--- src/hw/video_consts.svh ---
//**************************************************************************
// sizes and register addresses for the colour output stage
// included by the package and by any module that sizes ports or memories
//**************************************************************************

`ifndef VIDEO_CONSTS_SVH
`define VIDEO_CONSTS_SVH

// number of bitplanes feeding the playfield encoder
`define VID_PLANES 6

// hardware sprites, two pixel bits each
`define VID_SPRITES 8

// palette entries, eight banks of 32
`define VID_PAL_DEPTH 256

// colour register block base
// register address bits 8 to 6 select the block, bits 5 to 1 the entry
`define VID_COLOR_BASE 9'h180

`endif

--- src/hw/video_pkg.sv ---
//**************************************************************************
// shared types for the colour output stage
// imported by the RTL and the testbench
//**************************************************************************

package video_pkg;

  `include "video_consts.svh"

  // playfield pixel after the encoder
  typedef struct packed {
    logic [`VID_PLANES-1:0] index;  // colour index 0..63
    logic                   opaque; // any plane bit set
  } pf_pixel_t;

  // winning sprite pixel
  typedef struct packed {
    logic [3:0] index;   // offset in sprite block, {pair, code}
    logic [1:0] pair;    // sprite pair of the winner
    logic       unused;  // spare, kept at zero
    logic       opaque;  // nonzero sprite code found
  } spr_pixel_t;

  // register bus write
  typedef struct packed {
    logic [7:0]  address;  // register address bits 8..1
    logic [11:0] data;     // 12-bit colour word
  } reg_write_t;

  // 24-bit colour out
  typedef struct packed {
    logic [7:0] r;
    logic [7:0] g;
    logic [7:0] b;
  } rgb_t;

  // display control levels
  typedef struct packed {
    logic       dual_pf;   // dual playfield mode
    logic       pf2_pri;   // playfield 2 in front
    logic [2:0] spr_pri;   // sprite pairs below this beat the playfield
    logic       ehb_en;    // extra half brite
    logic       loct;      // low nibble palette writes
    logic [2:0] bank;      // palette bank for writes
    logic [2:0] bplxor_hi; // upper xor bits, full xor has its own port
  } video_ctrl_t;

endpackage

--- src/hw/pixel_priority.sv ---
//**************************************************************************
// priority merge of playfield and sprite pixels into a colour select
// purely combinational, sits between the encoders and the colour table
//**************************************************************************

`timescale 1ns/1ns

module pixel_priority import video_pkg::*; (
  input  pf_pixel_t  pf_pixel,   // from playfield encoder
  input  spr_pixel_t spr_pixel,  // from sprite encoder
  input  logic [2:0] spr_pri,    // pair threshold
  output logic [7:0] select      // palette select, before xor
);

  logic       pair_front;  // sprite pair ranks above the playfield
  logic       spr_win;     // sprite shows
  logic [7:0] spr_color;   // sprite colour index
  logic [7:0] pf_color;    // playfield colour index

  // pair 0 beats the playfield once spr_pri is 1 or more
  assign pair_front = {1'b0, spr_pixel.pair} < spr_pri;

  // sprite shows in front, or through a transparent playfield
  assign spr_win = spr_pixel.opaque && (pair_front || !pf_pixel.opaque);

  // sprite colours start at 16, four per pair
  assign spr_color = {4'b0001, spr_pixel.index};

  // playfield index is already 0..63
  assign pf_color = {2'b00, pf_pixel.index};

  always_comb begin
    if (spr_win) begin
      select = spr_color;
    end else if (pf_pixel.opaque) begin
      select = pf_color;
    end else begin
      select = 8'h00;   // background colour
    end
  end

endmodule

--- config.mk ---
export PLATFORM = sky130hd
export DESIGN_NAME = pixel_priority
export DESIGN_NICKNAME = d
export VERILOG_FILES = /design/src/hw/video_pkg.sv /design/src/hw/pixel_priority.sv
export VERILOG_INCLUDE_DIRS = /design/src /design/src/hw
export SDC_FILE = /design/constraint.sdc
export NUM_CORES = 1
export LEC_CHECK = 0
export BUFFER_PORTS_ARGS = -buffer_cell sky130_fd_sc_hd__buf_2
export CORE_AREA = 2 2 39 41
export DETAILED_ROUTE_END_ITERATION = 8
export DIE_AREA = 0 0 41 43
export SLEW_MARGIN = 0
export SYNTH_ARGS = -nofsm -noshare
export SYNTH_HDL_FRONTEND = slang
export SYNTH_SLANG_ARGS = --single-unit
--- constraint.sdc ---
create_clock -name vclk -period 2.3
set_input_delay 0.23 -clock vclk [all_inputs]
set_output_delay 0.23 -clock vclk [all_outputs]
set_load 0.02 [all_outputs]
==> out/qor.tcl <==
set qor(routability_driven_placement_congestion_ratio) 0.566
set qor(grt_start_max_net_pins) 6
set qor(timing.critical_path.cells) {buf_2, ha_1, a21oi_2, o31a_1, a22o_1, buf_2}
set qor(synthesis.area_um2) 146
set qor(post_drt_wl_per_cell_um) 7.89
set qor(globalRoute.totalOverflow) 0
set qor(pwr_density_cell_nw_per_um2) 227
set qor(hold_start) {pf_pixel[6]}
set qor(fillers) 153
set qor(cellLeakagePower_nw) 0.159
set qor(placed_cell_area_um2) 270
set qor(number_of_buffers_inserted_by_hold_repair_at_cts) 0
set qor(holdCritPathClass) {in2out}
set qor(post_cts_resize_count) 0
set qor(placed_instance_count) 56
set qor(final_cell_count_no_fill) 56
set qor(drtAntennaViolNets) 0
set qor(max_cap_viol_count) 0
set qor(area_delta_synth_final_pct) 84.6
set qor(postSynthCellCount) 18
set qor(seq_cell_count) 0
set qor(detail_route.vias_per_cell) 3.73
set qor(run_status) {completed}
set qor(vdd_drop_max_mv) 0.0487
set qor(number_of_endpoints_failing_setup_at_the_final_stage) 0
set qor(fin_total_pwr_mw) 0.0612
set qor(total_grt_usage) 0.0480
set qor(total_negative_setup_slacks_ns) 0
set qor(most-common-layout-cells) {23 x sky130_fd_sc_hd__buf_2, 4 x sky130_fd_sc_hd__a22o_1, 2 x sky130_fd_sc_hd__inv_1, 2 x sky130_fd_sc_hd__conb_1}
set qor(dp_slack_ns) 0.670
set qor(critical_path_class) {in2out}
set qor(die_ar_um2) 1760
set qor(layout.cell_area.non_filler_um2) 270
set qor(timing.final.crit_period_ns) 1.61
set qor(worstHoldPathCells) 3
set qor(setup_repair_after_global_routing_missed_its_margin) {no}
set qor(path_max_fanout) 5
set qor(drive_gt1_frac) 0.675
set qor(timing.critical_path.to_type) {output pin}
set qor(synth_area_per_cell_um2) 8.13
set qor(core_area_um2) 1380
set qor(num-nets-final) 61
set qor(drt_pass1_iterations) 1
set qor(cpPeakStageDelay_ns) 0.30
set qor(grt_first_pass_wirelength_um) 621
set qor(register_area_um2) 0
set qor(drc_errors) 0
set qor(layout_commonest_cell) {sky130_fd_sc_hd__buf_2}
set qor(cp_data_required_time_ns) 2.07
set qor(diodes) 0
set qor(cp.arrival_ns) 1.38
set qor(ys_warn_count) 0
set qor(synth_cell_type_count) 13
set qor(post_cts_setup_buffer_count) 0
set qor(hold_path_end) {select[5]}
set qor(finalWorstSetupSlack_ns) 0.688
set qor(layout_worst_path_cycle_share) 0.701
set qor(port-buffer-count) 23
set qor(io_pins) 26
set qor(timing.final.max_slew_violations) 0
set qor(rows) 14
set qor(vias) 209
set qor(detailedRoute.firstIterationViolations) 0
set qor(holdWs_ns) 0.781
set qor(number_of_global_route_vias_before_repair) 155
set qor(wirelength_routed_um) 442
set qor(initial_utilization) 0.106
set qor(layout.clock_buffers) 0
set qor(layout.core_utilization) 0.195
set qor(critical-path-slowest-cell) {sky130_fd_sc_hd__ha_1}
set qor(die_w_um) 41
set qor(cp-start-kind) {input port}
set qor(hold_viol) 0
set qor(grt_antenna_before_repair) 0
set qor(maxClockFrequency_ghz) 0.620
set qor(die_h_um) 43
set qor(crit_top_cell) {sky130_fd_sc_hd__buf_2}
set qor(synth.yosys.seq_area_share) 0
## cell type report
class | count | area, um2 | area share
well taps | 16 | 20.0 | 0.0741
inverters | 2 | 7.51 | 0.0278
repair buffers | 23 | 115 | 0.426
multi-input cells | 15 | 128 | 0.472
## cell usage after synthesis
library cell	number	share of area
sky130_fd_sc_hd__a22o_1	4	0.24
sky130_fd_sc_hd__a21oi_2	1	0.060
sky130_fd_sc_hd__inv_1	2	0.051
sky130_fd_sc_hd__buf_4	2	0.10
sky130_fd_sc_hd__o31a_1	1	0.060
sky130_fd_sc_hd__a31oi_2	1	0.085
sky130_fd_sc_hd__nand2b_1	1	0.043
sky130_fd_sc_hd__a21o_2	1	0.060
sky130_fd_sc_hd__nand2b_4	1	0.094
sky130_fd_sc_hd__and2_1	1	0.043
sky130_fd_sc_hd__conb_1	1	0.026
sky130_fd_sc_hd__ha_1	1	0.085
sky130_fd_sc_hd__nand3b_1	1	0.051
## cell families after synthesis
kind of cell,after synthesis,share of synthesized area
and+or+nand+nor,4,0.231
other,1,0.0256
AOI/OAI and AO/OA,8,0.504
adders and majority gates,1,0.0855
buffers and inverters,4,0.154
## worst max-delay path, delay by kind of cell
kind            cells  cell delay [ns]
buf+inv             2             0.26
compound gates      3             0.59
fa+ha+maj           1             0.30
## worst max-delay path by stage
| stage | start | to | slack (ns) |
|---|---|---|---|
| floorplan | spr_pri[1] | select[0] | 0.90 |
| global placement | spr_pixel[3] | select[2] | 0.67 |
| detailed placement | spr_pri[1] | select[2] | 0.67 |
| CTS | spr_pri[1] | select[2] | 0.66 |
| global route | spr_pri[1] | select[2] | 0.59 |
| finish | spr_pixel[3] | select[2] | 0.69 |
## report_power, final
group / switching, mW / internal (mW) / leakage (nW)
logic: 0.0321 / 0.0292 / 0.159
registers: 0 / 0 / 0
clock network: 0 / 0 / 0
## metal layers
| layer | global-route usage | wire length (um) | vias up |
|---|---|---|---|
| met4 | 0 | 0 | 0 |
| met2 | 0.0875 | 172 | 23 |
| met5 | 0 | 0 | - |
| met3 | 0 | 92 | 0 |
| met1 | 0.0633 | 177 | 79 |
| li1 | - | - | 107 |
Note: power is estimated with default switching activity, not from simulation.
