**src/hw/video_consts.svh**
```systemverilog
//**************************************************************************
// sizes and register addresses for the colour output stage
// included by the package and by any module that sizes ports or memories
//**************************************************************************

`ifndef VIDEO_CONSTS_SVH
`define VIDEO_CONSTS_SVH

// number of bitplanes feeding the playfield encoder
`define VID_PLANES 6

// hardware sprites, two pixel bits each
`define VID_SPRITES 8

// palette entries, eight banks of 32
`define VID_PAL_DEPTH 256

// colour register block base
// register address bits 8 to 6 select the block, bits 5 to 1 the entry
`define VID_COLOR_BASE 9'h180

`endif

```
**src/hw/video_pkg.sv**
```systemverilog
//**************************************************************************
// shared types for the colour output stage
// imported by the RTL and the testbench
//**************************************************************************

package video_pkg;

  `include "video_consts.svh"

  // playfield pixel after the encoder
  typedef struct packed {
    logic [`VID_PLANES-1:0] index;  // colour index 0..63
    logic                   opaque; // any plane bit set
  } pf_pixel_t;

  // winning sprite pixel
  typedef struct packed {
    logic [3:0] index;   // offset in sprite block, {pair, code}
    logic [1:0] pair;    // sprite pair of the winner
    logic       unused;  // spare, kept at zero
    logic       opaque;  // nonzero sprite code found
  } spr_pixel_t;

  // register bus write
  typedef struct packed {
    logic [7:0]  address;  // register address bits 8..1
    logic [11:0] data;     // 12-bit colour word
  } reg_write_t;

  // 24-bit colour out
  typedef struct packed {
    logic [7:0] r;
    logic [7:0] g;
    logic [7:0] b;
  } rgb_t;

  // display control levels
  typedef struct packed {
    logic       dual_pf;   // dual playfield mode
    logic       pf2_pri;   // playfield 2 in front
    logic [2:0] spr_pri;   // sprite pairs below this beat the playfield
    logic       ehb_en;    // extra half brite
    logic       loct;      // low nibble palette writes
    logic [2:0] bank;      // palette bank for writes
    logic [2:0] bplxor_hi; // upper xor bits, full xor has its own port
  } video_ctrl_t;

endpackage

```
**src/hw/playfield_encoder.sv**
```systemverilog
//**************************************************************************
// playfield encoder, bitplane bits to a registered playfield pixel
// single playfield passes the six planes, dual picks the front field
//**************************************************************************

`timescale 1ns/1ns

`include "video_consts.svh"

module playfield_encoder import video_pkg::*; (
  input  logic                   clk,
  input  logic                   reset,
  input  logic [`VID_PLANES-1:0] bpl_bits,  // one bit per plane, plane 0 in bit 0
  input  logic                   dual_pf,   // dual playfield mode
  input  logic                   pf2_pri,   // playfield 2 in front
  output pf_pixel_t              pf_pixel   // registered result
);

  logic [2:0] pf1_bits;   // planes 0, 2, 4
  logic [2:0] pf2_bits;   // planes 1, 3, 5
  pf_pixel_t  pf1;
  pf_pixel_t  pf2;
  pf_pixel_t  front;
  pf_pixel_t  back;
  pf_pixel_t  pf_next;

  // split odd and even planes
  assign pf1_bits = {bpl_bits[4], bpl_bits[2], bpl_bits[0]};
  assign pf2_bits = {bpl_bits[5], bpl_bits[3], bpl_bits[1]};

  // field 1 uses colours 0..7, field 2 colours 8..15
  assign pf1 = '{index: {3'b000, pf1_bits}, opaque: |pf1_bits};
  assign pf2 = '{index: {3'b001, pf2_bits}, opaque: |pf2_bits};

  // pf2_pri swaps the fields
  assign front = pf2_pri ? pf2 : pf1;
  assign back  = pf2_pri ? pf1 : pf2;

  always_comb begin
    if (!dual_pf) begin
      pf_next.index  = bpl_bits;    // straight six bit index
      pf_next.opaque = |bpl_bits;
    end else if (front.opaque) begin
      pf_next = front;
    end else begin
      pf_next = back;               // back field shows through, maybe transparent
    end
  end

  // output register, transparent after reset
  always_ff @(posedge clk) begin
    if (reset) begin
      pf_pixel <= '0;
    end else begin
      pf_pixel <= pf_next;
    end
  end

endmodule

```
**config.mk**
```make
export PLATFORM = sky130hd
export DESIGN_NAME = playfield_encoder
export DESIGN_NICKNAME = d
export VERILOG_FILES = /design/src/hw/video_pkg.sv /design/src/hw/playfield_encoder.sv
export VERILOG_INCLUDE_DIRS = /design/src /design/src/hw
export SDC_FILE = /design/constraint.sdc
export NUM_CORES = 1
export LEC_CHECK = 0
export ABC_AREA = 1
export BUFFER_PORTS_ARGS = -buffer_cell sky130_fd_sc_hd__buf_4
export CORE_AREA = 2 2 39 41
export CTS_CLUSTER_SIZE = 10
export DETAILED_ROUTE_END_ITERATION = 10
export DIE_AREA = 0 0 41 43
export SLEW_MARGIN = 5
export SYNTH_ARGS = -nofsm -noshare
export SYNTH_HDL_FRONTEND = slang
export SYNTH_SLANG_ARGS = --single-unit
```
**constraint.sdc**
```tcl
create_clock -name clk -period 0.84 [get_ports clk]
set_input_delay 0.126 -clock clk [delete_from_list [all_inputs] [get_ports clk]]
set_output_delay 0.126 -clock clk [all_outputs]
set_load 0.02 [all_outputs]
```
==> results_dict.tcl <==
set metrics [dict create \
    cts-root-buf "clkbuf_4" \
    highest_layer "met3" \
    cts_buffers 3 \
    grt_max_degree 15 \
    p_leak_nw 0.337 \
    htree_num_levels 1 \
    yosys-top-cells-area "dfxtp_1, nand2_1, inv_1, nor2_1, nand3_1" \
    grt-ovfl-total 0 \
    synth_cell_types 12 \
    die_area_sq_um 1760 \
    grt_usage 0.128 \
    largest_register_ffs 7 \
    placedCellCount 100 \
    drc_errors 0 \
    hold_viol 0 \
    min_period_ns 0.816 \
    finalWirelength_um 892 \
    fin_ws_ns 0.0238 \
    antenna_found_initial 0 \
    grt_pass1_vias 405 \
    cp.arrival_ns 0.69 \
    worst-setup-path-type "flip-flop to output pin" \
    synth_top_area_frac 0.348 \
    synthAdderAreaFrac 0 \
    cts_tree "done" \
    clock-sinks 7 \
    synthesis.area_sq_um 403 \
    wl_per_cell_um 8.58 \
    start_kind "flip-flop" \
    die_h_um 43 \
    synth-simple-area-share 0.444 \
    relSlewSlack 0.824 \
    routabilityCongestion 0.813 \
    synth_xor_area_frac 0 \
    cp_top_family "flip-flops" \
    power.density_nw_per_um2 1470 \
    dr_wl_met2_um 455 \
    num_vias 458 \
    firstDrtPassIters 4 \
    fmaxAchievable_mhz 1230 \
    yosysWarnings 0 \
    cp_num_buf_inv 1 \
    cp_cell_sequence "buf_4" \
    met3_length_um 89 \
    min_period_over_period 0.972 \
    synth_top_area_cell "dfxtp_1" \
    ys_seq_area_frac 0.348 \
    slowest_stage "dfxtp_1" \
    area_delta_synth_final_pct 49.7 \
    worstMarginPinSlew_ns 0.263 \
    top_register "pf_pixel" \
    rsz0062_at_grt "yes" \
    p_total_uw 887 \
    vias_per_cell 4.40 \
    postRouteAntennaNets 0 \
    slowest_delay_ns 0.30 \
    grt_pass1_wl_mm 1.55 \
    synth_compound_gate_area_share 0.0683 \
    worstPathRequired_ns 0.71 \
    cts_hold_buffers 0 \
    num_io_pins 17 \
    synthMuxAreaShare 0 \
    syn_inst 65 \
    core-area_sq_um 1380 \
    fin_worst_hold_slack_ns 0.0944 \
    path_clk_slew_ns 0.05 \
    dp_hpwl_um 756 \
    drt-met1-wl_um 346 \
    final_nets 99 \
    drv_cap 0 \
    slew_viol_final 0 \
    drive_above_1_share 0.352 \
    peakVddDrop_uv 668 \
    initial_utilization 0.291 \
    avgSynthCellArea_sq_um 6.20 \
    post-route-util 0.436 \
    n_antenna_cell 0 \
    io_buffer_count 16 \
    status "finished, final reports clean" \
    rows 14 \
    endpoint_kind "output pin" \
    setup_viol 0 \
    synth_top_family_by_area "simple AND/OR/NAND/NOR gates" \
    die_w_um 41 \
    synth_fp_nets 75 \
    clock_path_buffers 2 \
    hold_path_class "input pin to flip-flop" \
    dr.first_iter.drc_count 6 \
    final_cell_count_no_fill 104 \
    pre_cts_ws_ns -0.146 \
    top_regs "pf_pixel (7)" \
    path_max_fanout 1 \
    synth-seq-cells 7 \
]
[power breakdown]
part | total [mW] | switching [mW] | internal (mW)
clock network | 0.306 | 0.124 | 0.181
logic | 0.219 | 0.116 | 0.103
registers | 0.362 | 0.00638 | 0.356
[cell families (layout without fill, tap and decap cells)]
logic type             count (synthesis)  after routing
AND/OR/NAND/NOR                       40             40
buffers and inverters                 13             36
AO/OA/AOI/OAI                          5              5
flip-flops                             7              7
[synth_stat cells]
master and number:
buf_6 1, inv_1 11, nand3_1 7, nand2_1 18
nand3_2 2, nor2_1 10, nand2_2 1, clkinv_1 1
o21bai_1 1, dfxtp_1 7, nor2_2 2, o21ai_0 4
[routing by layer]
layer  vias to the layer above  track usage
met5                         -            0
met4                         0       0.0200
li1                        242            -
met3                         0       0.0681
met1                       201        0.146
met2                        15        0.206
[cells in the final DEF, fill, tap and decap left out, drive strengths merged]
cell type,netlist,final
clkbuf,0,4
o21ai,4,4
o21bai,1,1
nand2,19,19
nor2,12,12
buf,1,20
dfxtp,7,7
clkinv,1,1
inv,11,11
nand3,9,9
[per-stage QoR]
stage | instance area (sq um) | setup TNS (ns)
floorplan | 403 | 0
global placement | 562 | -0.325
detailed placement | 562 | -0.385
CTS | 588 | 0
global route | 603 | 0
finish | 603 | 0
[final timing paths]
kind | startpoint | to | slack [ns] | cells after the start
worst max-delay path | pf_pixel[2]$_SDFF_PP0_ | pf_pixel[2] | 0.02 | 1
worst min-delay path | bpl_bits[2] | pf_pixel[3]$_SDFF_PP0_ | 0.09 | 3
[layout make-up]
class | count | area, sq um
Tap cell | 16 | 20.0
Timing Repair Buffer | 20 | 161
Fill cell | 152 | 781
Inverter | 12 | 45.0
Sequential cell | 7 | 144
Clock buffer | 4 | 26.3
Multi-Input combinational cell | 45 | 206
[repair_timing]
item,CTS,global route
endpoints found under the hold margin,0,0
resized for setup,0,6
buffers inserted,0,0
setup endpoints to repair,0,3
Power figures use the tool's default switching activity.
