`src/hw/video_consts.svh`:
```
//**************************************************************************
// sizes and register addresses for the colour output stage
// included by the package and by any module that sizes ports or memories
//**************************************************************************

`ifndef VIDEO_CONSTS_SVH
`define VIDEO_CONSTS_SVH

// number of bitplanes feeding the playfield encoder
`define VID_PLANES 6

// hardware sprites, two pixel bits each
`define VID_SPRITES 8

// palette entries, eight banks of 32
`define VID_PAL_DEPTH 256

// colour register block base
// register address bits 8 to 6 select the block, bits 5 to 1 the entry
`define VID_COLOR_BASE 9'h180

`endif

```
`src/hw/video_pkg.sv`:
```
//**************************************************************************
// shared types for the colour output stage
// imported by the RTL and the testbench
//**************************************************************************

package video_pkg;

  `include "video_consts.svh"

  // playfield pixel after the encoder
  typedef struct packed {
    logic [`VID_PLANES-1:0] index;  // colour index 0..63
    logic                   opaque; // any plane bit set
  } pf_pixel_t;

  // winning sprite pixel
  typedef struct packed {
    logic [3:0] index;   // offset in sprite block, {pair, code}
    logic [1:0] pair;    // sprite pair of the winner
    logic       unused;  // spare, kept at zero
    logic       opaque;  // nonzero sprite code found
  } spr_pixel_t;

  // register bus write
  typedef struct packed {
    logic [7:0]  address;  // register address bits 8..1
    logic [11:0] data;     // 12-bit colour word
  } reg_write_t;

  // 24-bit colour out
  typedef struct packed {
    logic [7:0] r;
    logic [7:0] g;
    logic [7:0] b;
  } rgb_t;

  // display control levels
  typedef struct packed {
    logic       dual_pf;   // dual playfield mode
    logic       pf2_pri;   // playfield 2 in front
    logic [2:0] spr_pri;   // sprite pairs below this beat the playfield
    logic       ehb_en;    // extra half brite
    logic       loct;      // low nibble palette writes
    logic [2:0] bank;      // palette bank for writes
    logic [2:0] bplxor_hi; // upper xor bits, full xor has its own port
  } video_ctrl_t;

endpackage

```
`src/hw/sprite_encoder.sv`:
```
//**************************************************************************
// sprite encoder, eight 2-bit sprite pixels to the winning sprite pixel
// lowest numbered sprite with a nonzero code wins, result is registered
//**************************************************************************

`timescale 1ns/1ns

`include "video_consts.svh"

module sprite_encoder import video_pkg::*; (
  input  logic                       clk,
  input  logic                       reset,
  input  logic [2*`VID_SPRITES-1:0]  spr_bits,   // sprite n in bits 2n+1..2n
  output spr_pixel_t                 spr_pixel   // registered winner
);

  spr_pixel_t win;   // combinational winner
  logic [1:0] code;  // current sprite code in the scan

  // fixed priority scan
  // walk from the highest sprite down so the lowest nonzero one
  // is the last to overwrite the result
  always_comb begin
    win  = '0;
    code = 2'b00;
    for (int n = `VID_SPRITES - 1; n >= 0; n--) begin
      code = spr_bits[2*n +: 2];
      if (code != 2'b00) begin
        win.pair   = 2'(n / 2);        // sprites pair up 0/1, 2/3 ...
        win.index  = {2'(n / 2), code};
        win.opaque = 1'b1;
      end
    end
    win.unused = 1'b0;                 // spare bit stays clear
  end

  // output register
  always_ff @(posedge clk) begin
    if (reset) begin
      spr_pixel <= '0;                 // no sprite after reset
    end else begin
      spr_pixel <= win;
    end
  end

endmodule

```
`config.mk`:
```
export PLATFORM = sky130hd
export DESIGN_NAME = sprite_encoder
export DESIGN_NICKNAME = d
export VERILOG_FILES = /design/src/hw/video_pkg.sv /design/src/hw/sprite_encoder.sv
export VERILOG_INCLUDE_DIRS = /design/src /design/src/hw
export SDC_FILE = /design/constraint.sdc
export NUM_CORES = 1
export LEC_CHECK = 0
export BUFFER_PORTS_ARGS = -buffer_cell sky130_fd_sc_hd__buf_2
export CORE_UTILIZATION = 25
export DETAILED_ROUTE_END_ITERATION = 12
export PLACE_DENSITY = 0.53
export SYNTH_ARGS = -nofsm -noshare
export SYNTH_HDL_FRONTEND = slang
export SYNTH_SLANG_ARGS = --single-unit
```
`constraint.sdc`:
```
create_clock -name clk -period 0.8 [get_ports clk]
set_input_delay 0.08 -clock clk [delete_from_list [all_inputs] [get_ports clk]]
set_output_delay 0.08 -clock clk [all_outputs]
set_load 0.03 [all_outputs]
```
==> results.py <==
metrics = {
    "logic_synthesis": {
        "synthSimpleGateAreaFrac": 0.307,
        "synthArstFlopShare": 0,
        "yosys.area.top_type": "dfxtp_1",
        "syn_area_per_cell_um2": 7.96,
        "synth_top_family_by_area": "simple AND/OR/NAND/NOR gates",
        "yosys_warnings": 0,
        "synth_edf_count": 0,
        "ys_seq_elements": 5,
        "yosysUniqueCellTypes": 21,
        "synthMuxAreaShare": 0,
        "syn_inst": 41,
        "netlist.area_leader.share": 0.307,
        "synth_fa_ha_area_frac": 0,
        "synth_xor_area_frac": 0,
        "synth_compound_area_frac": 0.272,
        "syn_area_um2": 327,
        "ys_seq_area_frac": 0.307,
        "synth_area_leaders": "dfxtp_1 (31%), nand2b_1 (7.7%), nor4_1 (7.7%), buf_4 (6.9%), nor2b_1 (5.7%)",
        "syn-num-nets": 59,
        "ys.flop_type": "dfxtp_1",
    },
    "worst_hold_path": {
        "min_from": "reset",
        "worstHoldEndpoint": "spr_pixel[4]",
        "min_delay_path_depth": 2,
        "holdCritPathClass": "in -> reg",
    },
    "die": {
        "die_w_um": 38.1,
        "start_util": 0.282,
        "design.core.area_um2": 1160,
        "die_area_um2": 1450,
        "rows": 12,
        "ioPinCount": 26,
        "die_h_um": 38.1,
    },
    "worst_setup_path": {
        "worstPathCellList": "buf_6",
        "critPathRequiredTime_ns": 0.72,
        "critical_path.top_delay_family": "flip-flops",
        "crit_fanout": 2,
        "slowest_delay_ns": 0.33,
        "crit_arrival_ns": 0.70,
        "crit_type": "reg -> out",
        "end_kind": "output pin",
        "slowest_stage": "dfxtp_2",
        "critPathBufInv": 1,
        "startpoint_type": "register",
    },
    "layout": {
        "final_common_cell": "buf_2",
        "antenna_cells": 0,
        "top_regs": "spr_pixel: 5 flops",
        "syn_to_final_growth_pct": 73.2,
        "fin_nets": 91,
        "final_cell_area_um2": 566,
        "final_cell_mix": "buf_2 (17), buf_4 (8), buf_6 (5)",
        "final_cells": 86,
        "largest_reg_flops": 5,
        "drive_above_1_share": 0.528,
        "final_util": 0.489,
        "max_flop_register": "spr_pixel",
    },
    "route": {
        "drc": 0,
        "drt_iter0_drc": 5,
        "wl_per_cell_um": 9.60,
        "viasPerCell": 4.77,
        "vias": 410,
        "postRouteWirelength_um": 826,
        "firstDrtPassIters": 3,
        "antenna_left": 0,
    },
    "cts": {
        "cts_inserted_buffers": 3,
        "clock-sinks": 5,
        "clk_pin_slew_worst_paths_ns": 0.05,
        "clockBufferDepth": 2,
        "cts_root_buf": "clkbuf_4",
        "h-tree-depth": 1,
        "cts_hold_buf": 0,
        "cts_tree": "built",
    },
    "power": {
        "p_total_mw": 0.749,
        "leakage_nw": 0.265,
        "power_density_nw_per_um2": 1320,
        "ir_drop_uv": 361,
    },
    "place": {
        "dp_hpwl_um": 697,
        "globalplace.congestion": 0.780,
        "placedCellCount": 82,
        "place_area_um2": 493,
        "port_buffers": 24,
    },
    "timing": {
        "finalMaxSlewViolations": 0,
        "setup_viol": 0,
        "fin_crit_ns": 0.782,
        "finalSetupTns_ns": 0,
        "post-route-period-util": 0.977,
        "rsz0062_at_grt": "yes",
        "fmaxAchievable_mhz": 1280,
        "hold_violations": 0,
    },
    "job": {
        "cap_violations": 0,
    },
    "grt": {
        "grt_pass1_wl_um": 1390,
        "antenna_found_initial": 0,
        "overflow": 0,
        "grt_max_degree": 5,
        "grt_pass1_vias": 369,
        "grt_usage": 0.137,
    },
    "outcome": {
        "status": "complete, no violations",
    },
}
## per-stage QoR
step	setup slack (ns)	hold WS, ns
after floorplan	0.0169	0.149
after global placement	-0.180	0.288
after detailed placement	-0.157	0.291
after CTS	0.00896	0.0336
after global routing	-0.00839	0.0571
final	0.0184	0.0483
## per-layer routing
layer  track usage  up-vias  wire length, um
met4         0.107        0                0
met2         0.203       16              378
li1              -      212                -
met1         0.176      182              397
met3        0.0174        0               50
met5             0        -                0
## layout make-up
type,instances,area (um^2)
tap,14,17.5
sequential,5,103
inverter,3,11.3
multi-input combinational,30,206
clock buffer,4,26.3
timing repair buffer,30,201
fill,111,591
## kinds of logic (layout without fill, tap and decap cells)
logic type / after synthesis / count (layout)
AND/OR/NAND/NOR: 17 / 17
other: 1 / 1
flip-flops: 5 / 5
AO/OA/AOI/OAI: 12 / 12
buffers and inverters: 6 / 37
## synthesized netlist by cell type, types with 2 or more instances
cell type / count
dfxtp_1: 5
nand2b_1: 4
nor4_1: 4
a21oi_1: 3
buf_4: 3
inv_1: 3
nor2b_1: 3
nor2_1: 2
o21ai_0: 2
## repair_timing
item,in CTS,in global routing
setup buffers,0,0
gates cloned,0,0
resized for setup,13,3
pin swaps,0,0
setup endpoints to repair,7,5
## power by group
group          switching, mW  internal [mW]  total (mW)
Combinational          0.102         0.0918       0.193
Clock                  0.101          0.188       0.289
Sequential           0.00419          0.262       0.266
Total                  0.207          0.542       0.749
## how the worst max path moves through the flow
| stage | startpoint | slack, ns | endpoint | depth (start not counted) |
|---|---|---|---|---|
| 5_1_grt | spr_pixel[7] | -0.008 | spr_pixel[3] | 1 |
| 3_5_place_dp | spr_bits[8] | -0.16 | spr_pixel[4] | 4 |
| 3_3_place_gp | spr_bits[5] | -0.18 | spr_pixel[0] | 4 |
| 2_1_floorplan | spr_bits[8] | 0.02 | spr_pixel[4] | 3 |
| 6_report | spr_pixel[7] | 0.02 | spr_pixel[3] | 1 |
| 4_1_cts | spr_pixel[7] | 0.009 | spr_pixel[3] | 1 |
Note: power is estimated with default switching activity, not from simulation.
